File: config.mk
export PLATFORM = sky130hd
export DESIGN_NAME = sata_dbg_top
export DESIGN_NICKNAME = d
export VERILOG_FILES = /design/src/common/phy_dbg_pkg.sv /design/src/common/sata_prim_pkg.sv /design/src/verilog/sata_dbg_top.sv /design/src/capture/prim_classifier.sv /design/src/capture/dword_assembler.sv /design/src/verilog/reset_done_sync.sv
export SDC_FILE = /design/constraint.sdc
export NUM_CORES = 1
export LEC_CHECK = 0
export BUFFER_PORTS_ARGS = -buffer_cell sky130_fd_sc_hd__buf_2
export CAP_MARGIN = 20
export CORE_AREA = 2 2 142 144
export DETAILED_ROUTE_END_ITERATION = 6
export DIE_AREA = 0 0 144 146
export PLACE_DENSITY = 0.61
export SLEW_MARGIN = 15
export SYNTH_ARGS = -nofsm -noshare
export SYNTH_HDL_FRONTEND = slang
export SYNTH_HIERARCHICAL = 1
export SYNTH_SLANG_ARGS = --single-unit
File: constraint.sdc
create_clock -name tile0_txusrclk20_i -period 2.22 [get_ports tile0_txusrclk20_i]
set_input_delay 0.222 -clock tile0_txusrclk20_i [delete_from_list [all_inputs] [get_ports tile0_txusrclk20_i]]
set_output_delay 0.222 -clock tile0_txusrclk20_i [all_outputs]
set_load 0.02 [all_outputs]
File: src/common/phy_dbg_pkg.sv
package phy_dbg_pkg;

   // Transceiver lane is 16 bits at the user clock
   localparam int HALF_W   = 16;
   localparam int HALF_K_W = 2;

   // Assembled SATA dword
   localparam int DWORD_W   = 32;
   localparam int DWORD_K_W = 4;

   // Debug word layout
   localparam int DBG_W = 88;

   localparam int DBG_TX_DATA_LSB = 0;
   localparam int DBG_RX_DATA_LSB = 32;
   localparam int DBG_TX_K_LSB    = 64;
   localparam int DBG_RX_K_LSB    = 68;
   localparam int DBG_TX_CODE_LSB = 72;
   localparam int DBG_RX_CODE_LSB = 80;

endpackage

File: src/common/sata_prim_pkg.sv
package sata_prim_pkg;

   // Primitive codes as shown in the debug word
   typedef enum logic [7:0]
   {
      PRIM_DATA    = 8'd0,
      PRIM_ALIGN   = 8'd1,
      PRIM_SYNC    = 8'd2,
      PRIM_X_RDY   = 8'd3,
      PRIM_R_RDY   = 8'd4,
      PRIM_SOF     = 8'd5,
      PRIM_EOF     = 8'd6,
      PRIM_CONT    = 8'd7,
      PRIM_WTRM    = 8'd8,
      PRIM_R_IP    = 8'd9,
      PRIM_R_OK    = 8'd10,
      PRIM_R_ERR   = 8'd11,
      PRIM_HOLD    = 8'd12,
      PRIM_HOLDA   = 8'd13,
      PRIM_UNKNOWN = 8'd14
   } prim_code_e;

   // Primitive dwords, byte 0 in the low bits
   localparam logic [31:0] PRIM_ALIGN_DW = 32'h7B4A_4ABC;
   localparam logic [31:0] PRIM_SYNC_DW  = 32'hB5B5_957C;
   localparam logic [31:0] PRIM_X_RDY_DW = 32'h5757_B57C;
   localparam logic [31:0] PRIM_R_RDY_DW = 32'h4A4A_957C;
   localparam logic [31:0] PRIM_SOF_DW   = 32'h3737_B57C;
   localparam logic [31:0] PRIM_EOF_DW   = 32'hD5D5_B57C;
   localparam logic [31:0] PRIM_CONT_DW  = 32'h9999_AA7C;
   localparam logic [31:0] PRIM_WTRM_DW  = 32'h5858_B57C;
   localparam logic [31:0] PRIM_R_IP_DW  = 32'h5555_B57C;
   localparam logic [31:0] PRIM_R_OK_DW  = 32'h3535_B57C;
   localparam logic [31:0] PRIM_R_ERR_DW = 32'h5656_B57C;
   localparam logic [31:0] PRIM_HOLD_DW  = 32'hD5D5_AA7C;
   localparam logic [31:0] PRIM_HOLDA_DW = 32'h9595_AA7C;

   // Every primitive starts with a K28.x in byte 0, the rest are data bytes
   localparam logic [3:0] PRIM_K_FLAGS = 4'b0001;

endpackage
File: src/verilog/sata_dbg_top.sv
`timescale 1ns/1ns

module sata_dbg_top
(
   input  logic                             tile0_txusrclk20_i,
   input  logic                             tile0_resetdone0_i,
   input  logic [phy_dbg_pkg::HALF_W-1:0]   tx_half_i,
   input  logic [phy_dbg_pkg::HALF_W-1:0]   rx_half_i,
   input  logic [phy_dbg_pkg::HALF_K_W-1:0] tx_half_k_i,
   input  logic [phy_dbg_pkg::HALF_K_W-1:0] rx_half_k_i,
   output logic                             user_ready_o,
   output logic [phy_dbg_pkg::DBG_W-1:0]    dbg_word_o,
   output logic                             dbg_valid_o
);

   import phy_dbg_pkg::*;
   import sata_prim_pkg::*;

   logic [DWORD_W-1:0]   tx_asm_dword;
   logic [DWORD_W-1:0]   rx_asm_dword;
   logic [DWORD_K_W-1:0] tx_asm_k;
   logic [DWORD_K_W-1:0] rx_asm_k;
   logic                 asm_valid;

   logic [DWORD_W-1:0]   tx_dword;
   logic [DWORD_W-1:0]   rx_dword;
   logic [DWORD_K_W-1:0] tx_k;
   logic [DWORD_K_W-1:0] rx_k;
   prim_code_e           tx_code;
   prim_code_e           rx_code;

   reset_done_sync reset_done_sync_inst
   (
      .tile0_txusrclk20_i (tile0_txusrclk20_i),
      .tile0_resetdone0_i (tile0_resetdone0_i),
      .user_ready_o       (user_ready_o)
   );

   dword_assembler dword_assembler_inst
   (
      .tile0_txusrclk20_i (tile0_txusrclk20_i),
      .tile0_resetdone0_i (tile0_resetdone0_i),
      .user_ready_i       (user_ready_o),
      .tx_half_i          (tx_half_i),
      .tx_half_k_i        (tx_half_k_i),
      .rx_half_i          (rx_half_i),
      .rx_half_k_i        (rx_half_k_i),
      .tx_dword_o         (tx_asm_dword),
      .rx_dword_o         (rx_asm_dword),
      .tx_k_o             (tx_asm_k),
      .rx_k_o             (rx_asm_k),
      .dword_valid_o      (asm_valid)
   );

   prim_classifier tx_classify
   (
      .tile0_txusrclk20_i (tile0_txusrclk20_i),
      .tile0_resetdone0_i (tile0_resetdone0_i),
      .dword_i            (tx_asm_dword),
      .k_i                (tx_asm_k),
      .dword_valid_i      (asm_valid),
      .dword_o            (tx_dword),
      .k_o                (tx_k),
      .prim_code_o        (tx_code),
      .prim_valid_o       (dbg_valid_o)
   );

   // Strobe is the same as on the TX side
   prim_classifier rx_classify
   (
      .tile0_txusrclk20_i (tile0_txusrclk20_i),
      .tile0_resetdone0_i (tile0_resetdone0_i),
      .dword_i            (rx_asm_dword),
      .k_i                (rx_asm_k),
      .dword_valid_i      (asm_valid),
      .dword_o            (rx_dword),
      .k_o                (rx_k),
      .prim_code_o        (rx_code),
      .prim_valid_o       ()
   );

   // Debug word, TX and RX side by side per field
   assign dbg_word_o[DBG_TX_DATA_LSB +: DWORD_W]             = tx_dword;
   assign dbg_word_o[DBG_RX_DATA_LSB +: DWORD_W]             = rx_dword;
   assign dbg_word_o[DBG_TX_K_LSB +: DWORD_K_W]              = tx_k;
   assign dbg_word_o[DBG_RX_K_LSB +: DWORD_K_W]              = rx_k;
   assign dbg_word_o[DBG_TX_CODE_LSB +: $bits(prim_code_e)]  = tx_code;
   assign dbg_word_o[DBG_RX_CODE_LSB +: $bits(prim_code_e)]  = rx_code;

endmodule

File: src/capture/prim_classifier.sv
`timescale 1ns/1ns

module prim_classifier
(
   input  logic                              tile0_txusrclk20_i,
   input  logic                              tile0_resetdone0_i,
   input  logic [phy_dbg_pkg::DWORD_W-1:0]   dword_i,
   input  logic [phy_dbg_pkg::DWORD_K_W-1:0] k_i,
   input  logic                              dword_valid_i,
   output logic [phy_dbg_pkg::DWORD_W-1:0]   dword_o,
   output logic [phy_dbg_pkg::DWORD_K_W-1:0] k_o,
   output sata_prim_pkg::prim_code_e         prim_code_o,
   output logic                              prim_valid_o
);

   import sata_prim_pkg::*;

   prim_code_e code_next;

   always_comb
   begin
      code_next = PRIM_UNKNOWN;
      if (k_i == '0)
         code_next = PRIM_DATA;
      else if (k_i == PRIM_K_FLAGS)
      begin
         case (dword_i)
            PRIM_ALIGN_DW: code_next = PRIM_ALIGN;
            PRIM_SYNC_DW:  code_next = PRIM_SYNC;
            PRIM_X_RDY_DW: code_next = PRIM_X_RDY;
            PRIM_R_RDY_DW: code_next = PRIM_R_RDY;
            PRIM_SOF_DW:   code_next = PRIM_SOF;
            PRIM_EOF_DW:   code_next = PRIM_EOF;
            PRIM_CONT_DW:  code_next = PRIM_CONT;
            PRIM_WTRM_DW:  code_next = PRIM_WTRM;
            PRIM_R_IP_DW:  code_next = PRIM_R_IP;
            PRIM_R_OK_DW:  code_next = PRIM_R_OK;
            PRIM_R_ERR_DW: code_next = PRIM_R_ERR;
            PRIM_HOLD_DW:  code_next = PRIM_HOLD;
            PRIM_HOLDA_DW: code_next = PRIM_HOLDA;
            default:       code_next = PRIM_UNKNOWN;
         endcase
      end
   end

   // Result and its dword are held until the next valid dword
   always_ff @(posedge tile0_txusrclk20_i or negedge tile0_resetdone0_i)
   begin
      if (!tile0_resetdone0_i)
      begin
         dword_o      <= '0;
         k_o          <= '0;
         prim_code_o  <= PRIM_DATA;
         prim_valid_o <= 1'b0;
      end
      else
      begin
         prim_valid_o <= dword_valid_i;
         if (dword_valid_i)
         begin
            dword_o     <= dword_i;
            k_o         <= k_i;
            prim_code_o <= code_next;
         end
      end
   end

   data_iff_no_k_a : assert property (@(posedge tile0_txusrclk20_i)
      disable iff (!tile0_resetdone0_i)
      prim_valid_o |-> ((prim_code_o == PRIM_DATA) == (k_o == '0)));

endmodule

File: src/capture/dword_assembler.sv
`timescale 1ns/1ns

module dword_assembler
(
   input  logic                              tile0_txusrclk20_i,
   input  logic                              tile0_resetdone0_i,
   input  logic                              user_ready_i,
   input  logic [phy_dbg_pkg::HALF_W-1:0]    tx_half_i,
   input  logic [phy_dbg_pkg::HALF_K_W-1:0]  tx_half_k_i,
   input  logic [phy_dbg_pkg::HALF_W-1:0]    rx_half_i,
   input  logic [phy_dbg_pkg::HALF_K_W-1:0]  rx_half_k_i,
   output logic [phy_dbg_pkg::DWORD_W-1:0]   tx_dword_o,
   output logic [phy_dbg_pkg::DWORD_W-1:0]   rx_dword_o,
   output logic [phy_dbg_pkg::DWORD_K_W-1:0] tx_k_o,
   output logic [phy_dbg_pkg::DWORD_K_W-1:0] rx_k_o,
   output logic                              dword_valid_o
);

   import phy_dbg_pkg::*;

   logic phase_r;
   logic phase;
   logic load_hi;

   // Phase of the current cycle, 1 on the first ready cycle
   assign phase   = user_ready_i & ~phase_r;
   // Second half of the pair goes to the upper 16 bits
   assign load_hi = user_ready_i & ~phase;

   always_ff @(posedge tile0_txusrclk20_i or negedge tile0_resetdone0_i)
   begin
      if (!tile0_resetdone0_i)
      begin
         phase_r       <= 1'b0;
         dword_valid_o <= 1'b0;
      end
      else
      begin
         phase_r       <= phase;
         dword_valid_o <= load_hi;
      end
   end

   // Both lanes share the one phase
   always_ff @(posedge tile0_txusrclk20_i or negedge tile0_resetdone0_i)
   begin
      if (!tile0_resetdone0_i)
      begin
         tx_dword_o <= '0;
         rx_dword_o <= '0;
         tx_k_o     <= '0;
         rx_k_o     <= '0;
      end
      else if (phase)
      begin
         tx_dword_o[HALF_W-1:0] <= tx_half_i;
         rx_dword_o[HALF_W-1:0] <= rx_half_i;
         tx_k_o[HALF_K_W-1:0]   <= tx_half_k_i;
         rx_k_o[HALF_K_W-1:0]   <= rx_half_k_i;
      end
      else if (load_hi)
      begin
         tx_dword_o[DWORD_W-1:HALF_W]   <= tx_half_i;
         rx_dword_o[DWORD_W-1:HALF_W]   <= rx_half_i;
         tx_k_o[DWORD_K_W-1:HALF_K_W]   <= tx_half_k_i;
         rx_k_o[DWORD_K_W-1:HALF_K_W]   <= rx_half_k_i;
      end
   end

   valid_single_a : assert property (@(posedge tile0_txusrclk20_i)
      disable iff (!tile0_resetdone0_i) dword_valid_o |=> !dword_valid_o);

   // Ready only drops through reset, so a valid dword never outlives it
   valid_needs_ready_a : assert property (@(posedge tile0_txusrclk20_i)
      disable iff (!tile0_resetdone0_i) !user_ready_i |-> !dword_valid_o);

endmodule

File: src/verilog/reset_done_sync.sv
`timescale 1ns/1ns

module reset_done_sync
(
   input  logic tile0_txusrclk20_i,
   input  logic tile0_resetdone0_i,
   output logic user_ready_o
);

   // First stage may go metastable when reset-done releases near an edge
   logic resetdone_r;

   always_ff @(posedge tile0_txusrclk20_i or negedge tile0_resetdone0_i)
   begin
      if (!tile0_resetdone0_i)
      begin
         resetdone_r  <= 1'b0;
         user_ready_o <= 1'b0;
      end
      else
      begin
         resetdone_r  <= tile0_resetdone0_i;
         user_ready_o <= resetdone_r;
      end
   end

   // Ready only comes up once reset-done has been seen high on an earlier edge
   ready_after_done_a : assert property (@(posedge tile0_txusrclk20_i)
      $rose(user_ready_o) |-> tile0_resetdone0_i && $past(tile0_resetdone0_i));

endmodule

==> results of run 1 <==
registers in the layout (all words and copies together) (netlist names):
name                                cells
dword_assembler_inst/rx_dword_o        32
dword_assembler_inst/tx_dword_o        32
rx_classify/dword_o                    32
tx_classify/dword_o                    32
dword_assembler_inst/rx_k_o             4
dword_assembler_inst/tx_k_o             4
rx_classify/k_o                         4
rx_classify/prim_code_o                 4
tx_classify/k_o                         4
tx_classify/prim_code_o                 4
dword_assembler_inst/dword_valid_o      1
dword_assembler_inst/phase_r            1
reset_done_sync_inst/resetdone_r        1
reset_done_sync_inst/user_ready_o       1
tx_classify/prim_valid_o                1
layout by cell type (no fill, tap or decap), types with 3 or more instances in the layout:
master and count:
nor4bb_1 4, or2_2 4, and4bb_2 10, or4_1 4, nand3_1 8, conb_1 8, o22ai_1 8, buf_2 118
dfrtp_1 156, a21oi_1 4, or3_1 4, mux2_2 113, nand2_2 5, and4bb_4 4, buf_4 9, clkinvlp_4 3
a31oi_1 8, nand2_1 16, mux2_4 29, nor2_1 12, inv_1 8, nor3_1 14, clkbuf_16 17, o21ai_0 8
clkbuf_8 4, nor4_1 6, and3b_2 4, nand4_1 14
cell type report:
cell class                      count  area share
Clock buffer                       23      0.0560
Clock inverter                      9      0.0126
Inverter                            8     0.00345
Multi-Input combinational cell    330       0.356
Sequential cell                   157       0.451
Tap cell                          265      0.0381
Timing Repair Buffer              131      0.0826
metrics by stage:
stage / util / cells / total power, mW / cell area [um^2] / setup slack, ns
after floorplan: - / 524 / 5.47 / 7300 / 0.477
after global routing: 0.451 / 923 / 9.57 / 8710 / 0.104
after detailed placement: 0.419 / 890 / 6.29 / 8110 / 0.260
after global placement: 0.419 / 890 / 6.23 / 8110 / 0.300
after CTS: 0.451 / 923 / 9.24 / 8710 / 0.253
final: 0.451 / 923 / 9.12 / 8710 / 0.229
report_power, final:
group	leakage [nW]	switching, mW	internal [mW]
clock network	0.285	1.13	1.77
registers	1.83	0.550	3.51
logic	1.62	1.14	1.02
total	3.74	2.83	6.30
repair_timing:
| item | CTS | global route |
|---|---|---|
| setup endpoints to repair | 0 | 0 |
| gates resized for setup | 0 | 0 |
| endpoints found under the hold margin | 32 | 0 |
| hold buffers | 1 | 0 |
worst max-delay path, cell delays in order, from the launching register on:
cell	delay [ns]
dfrtp_1	0.49
nor4_1	0.35
nand4bb_1	0.24
or3_1	0.38
a31oi_1	0.25
nor2b_4	0.06
o22ai_2	0.15
routing by layer:
metal	up-vias	global-route usage
li1	2176	-
met1	2396	0.211
met2	170	0.259
met3	32	0.0408
met4	0	0.0730
met5	-	0
worst max path at each step:
stage | slack (ns) | endpoint | cells after the start
4_1_cts | 0.25 | rx_classify/prim_code_o[1] | 6
3_5_place_dp | 0.26 | rx_classify/prim_code_o[1] | 6
6_report | 0.23 | rx_classify/prim_code_o[1] | 6
2_1_floorplan | 0.48 | rx_classify/prim_code_o[1] | 7
3_3_place_gp | 0.30 | rx_classify/prim_code_o[1] | 6
5_1_grt | 0.10 | rx_classify/prim_code_o[1] | 6
==> impl_results.md, run 1 <==
* Number of routed nets with antenna violations at 0
* Global-route wire length before repair at 26500 um
* Reg2Reg Capture Point: rx_classify/prim_code_o[1]
* Core Rows at 51
* Met2 routed WL at 7960 um
* Reg-to-reg startpoint: dword_assembler_inst/rx_dword_o[22]
* Max-slew violation count at 0
* Die Width at 144 um
* CP startpoint: dword_assembler_inst/rx_dword_o[22]
* # Post-CTS Setup Buffers at 0
* Number of global-route vias before repair at 4969
* Met1 WL at 7270 um
* DRC at 0
* Gr usage total at 0.163
* Rel. slew slack at 0.629
* HPWL after detailed placement at 12000 um
* Fin crit share at 0.897
* Crit Path Max Fanout at 8
* Synthesized area at 7280 um^2
* Total Die Area at 21000 um^2
* Initial antenna violation count at 0
* Crit Path Class: flop to flop
* Drt first pass iters at 6
* Setup_tns at 0 ns
* Achievable Freq at 502 MHz
* Unrepaired setup endpoints after global routing: no
* Clock skew at 0.00576 ns
* Routability cong. at 0.929
* Storage cell area at 3930 um^2
* Syn Inst Count at 518
* Die Y at 146 um
* Detailed Route Iter0 Violations at 251
* I/O pin cnt at 128
* Final setup vio count at 0
* Maximum VDD drop at 0.551 mV
* Final hold vios at 0
* Hold crit path type: input port to flop
* Cell count of the worst reg-to-reg path at 6
* Uppermost layer routed: met4
* Final min period at 1.99 ns
* R2r setup slk at 0.23 ns
* Clk_lat worst skew at 0.43 ns
* Vias at 4774
* Leakage at 3.74 nW
* Hold Slack at 0.0418 ns
* Worst hold start: tx_half_i[7]
* Initial Util at 0.377
* Crit. End Element: flop
* Largest net degree at the start of global routing at 71
* Area of the multi-input gates at 3100 um^2
* H-tree depth at 4
* Worst Path Required at 2.57 ns
* Outcome: finished, final reports clean
* Actual slew at the worst max-slew pin at 0.549 ns
* Pwr/cell area at 1050 nW/um^2
* Crit path launch type: flop
* ANT cells at 0
* CTS buffer count at 17
* Clk slew on worst S/H paths at 0.06 ns
* Synth warn at 6
* Hold path depth at 2
* Port Buf Inserts at 119
* Clk root buf: clkbuf_16
* CTS max path bufs at 2
* P&R area growth vs syn at 19.7%
* CTS tree: yes
* Drt total wl at 16600 um
* Fraction of layout cells with a size suffix above 1 at 0.530
* DR WL/cell at 18.0 um
* GRT overflow at 0
* Clk sink count at 157
* Arr. time, crit path at 2.34 ns
* Syn_area_per_cell at 14.1 um^2
* Worst Hold End: dword_assembler_inst/tx_dword_o[7]
* Fin nets at 683
* Vias per cell at 5.17
* WL met3 at 980 um
* Layout fillers at 1785
* Core ar. at 19300 um^2
* Max-Cap Viols at 0
No activity file was read; power rests on OpenSTA's default activity.
==> inputs of run 2 (changes only) <==
CORE_AREA = 2 2 117 175   (was 2 2 142 144)
DIE_AREA = 0 0 119 177   (was 0 0 144 146)
==> impl_results.md, run 2 (synthesis gave the netlist of run 1 again) <==
* Unrepaired setup endpoints after global routing: no
* Initial Util at 0.371 (-0.00562)
* Fin crit share at 0.903 (+0.00642)
* Rel. slew slack at 0.629 (about the same)
* Clk slew on worst S/H paths at 0.07 ns (about the same)
* Area of the multi-input gates at 3110 um^2 (+0.20%)
* Core ar. at 19600 um^2 (+1.5%)
* Initial antenna violation count at 0 (unchanged)
* Met2 routed WL at 9860 um (+24%)
* Max-Cap Viols at 0 (unchanged)
* CTS buffer count at 17 (unchanged)
* ANT cells at 0 (unchanged)
* Maximum VDD drop at 0.498 mV (-9.5%)
* Core Rows at 63 (+24%)
* Hold crit path type: input port to flop
* Global-route wire length before repair at 28500 um (+7.6%)
* Die Y at 177 um (+21%)
* Routability cong. at 1.05 (+14%)
* Most frequent cells in the layout: 156 x dfrtp_1, 118 x buf_2, 113 x mux2_2, 29 x mux2_4, 17 x clkbuf_16
* DR WL/cell at 19.2 um (+6.4%)
* Drt first pass iters at 5 (-1)
* Clock skew at 0.00855 ns (+0.00279 ns)
* Final min period at 2.01 ns (+0.0143 ns)
* Uppermost layer routed: met4
* Layout fillers at 1801 (+0.90%)
* Port Buf Inserts at 119 (unchanged)
* GRT overflow at 0 (unchanged)
* Clk root buf: clkbuf_16
* Final hold vios at 0 (unchanged)
* Leading cell type in the layout, fill and taps excluded: dfrtp_1
* Vias at 4929 (+3.2%)
* Number of routed nets with antenna violations at 0 (unchanged)
* Worst Path Required at 2.56 ns (about the same)
* Leakage at 3.75 nW (+0.20%)
* Setup_tns at 0 ns (unchanged)
* Pwr/cell area at 1040 nW/um^2 (-0.51%)
* Drt total wl at 17600 um (+6.0%)
* Number of global-route vias before repair at 5186 (+4.4%)
* Fin nets at 685 (+0.29%)
* Actual slew at the worst max-slew pin at 0.556 ns (+0.00690 ns)
* Outcome: finished, final reports clean
* Hold Slack at 0.0491 ns (+0.00728 ns)
* Gr usage total at 0.175 (+0.0115)
* I/O pin cnt at 128 (unchanged)
* Largest net degree at the start of global routing at 60 (-15%)
* Crit Path Class: flop to flop
* CTS max path bufs at 2 (unchanged)
* Vias per cell at 5.36 (+3.7%)
* Met1 WL at 6610 um (-9.1%)
* Crit path launch type: flop
* Storage cell area at 3930 um^2 (unchanged)
* Crit. End Element: flop
* CTS tree: yes
* Arr. time, crit path at 2.35 ns (about the same)
* Crit Path Max Fanout at 11 (+3)
* DRC at 0 (unchanged)
* Max-slew violation count at 0 (unchanged)
* Fraction of layout cells with a size suffix above 1 at 0.536 (+0.00526)
* Detailed Route Iter0 Violations at 334 (+33%)
* HPWL after detailed placement at 13000 um (+7.7%)
* Final setup vio count at 0 (unchanged)
* H-tree depth at 4 (unchanged)
* Clk sink count at 157 (unchanged)
* Placed cell count at 887 (-0.34%)
* P&R area growth vs syn at 19.6% (about the same)
* Clk_lat worst skew at 0.41 ns (-0.02 ns)
* Die Width at 119 um (-17%)
* Fin cells at 919 (-0.43%)
* WL met3 at 774 um (-21%)
* Total Die Area at 21100 um^2 (+0.19%)
* Achievable Freq at 499 MHz (-0.71%)
-- run 2: changes by cell type in the layout (fill, tap and decap cells not counted) --
| cell | change |
|---|---|
| inv_6 | +3 |
| clkbuf_1 | -2 |
| clkinvlp_4 | -2 |
| bufinv_16 | -1 |
| nor4_1 | -1 |
| clkinv_4 | +2 |
| clkbuf_8 | -1 |
| buf_4 | +2 |
| nor4_2 | +1 |
-- run 2: through the flow --
stage	area (um^2)	setup WS, ns	util	total power, mW
2_1_floorplan	7300	0.477	-	5.47
3_3_place_gp	8110	0.310	0.413	6.26
3_5_place_dp	8110	0.274	0.413	6.34
4_1_cts	8700	0.261	0.443	9.20
5_1_grt	8710	0.125	0.444	9.53
6_report	8710	0.214	0.444	9.07
-- run 2: final timing paths --
kind                                                      from  depth (start not counted)                             endpoint  slack (ns)
max                        dword_assembler_inst/tx_dword_o[25]                          6           tx_classify/prim_code_o[1]        0.21
min                                              tx_half_i[11]                          2  dword_assembler_inst/tx_dword_o[11]        0.05
max reg2reg                dword_assembler_inst/tx_dword_o[25]                          6           tx_classify/prim_code_o[1]        0.21
min reg2reg                   reset_done_sync_inst/resetdone_r                          0    reset_done_sync_inst/user_ready_o        0.35
max in group asynchronous                   tile0_resetdone0_i                          3                   tx_classify/k_o[3]        1.20
min in group asynchronous                   tile0_resetdone0_i                          2              rx_classify/dword_o[26]        0.34
-- run 2: metal layers --
metal	vias to the layer above	global-route usage
met2	201	0.329
met1	2507	0.193
met5	-	0
met3	40	0.0367
li1	2181	-
met4	0	0.0615
-- run 2: where the power goes --
| part | switching (mW) | internal [mW] |
|---|---|---|
| Sequential | 0.555 | 3.51 |
| Clock | 1.18 | 1.64 |
| Combinational | 1.17 | 1.02 |
-- run 2: area by class of cell --
type / count / share of cell area
inverters: 8 / 0.00345
flip-flops and latches: 157 / 0.452
clock inverters: 11 / 0.0125
well taps: 260 / 0.0374
multi-input cells: 330 / 0.357
clock buffers: 20 / 0.0536
repair buffers: 133 / 0.0844
-- run 2: repair_timing --
item,4_1_cts,5_1_grt
endpoints found under the hold margin,53,0
buffers inserted,0,0
gates resized for setup,0,1
setup endpoints to repair,0,1
hold buffers,1,0
-- run 2: worst max-delay path: stages, from the launching register on --
cell and delay (ns):
dfrtp_1 0.51, and4bb_4 0.45, nand4_4 0.13, a2111oi_4 0.41, nor3_1 0.12, nor2b_4 0.14
o22ai_2 0.17
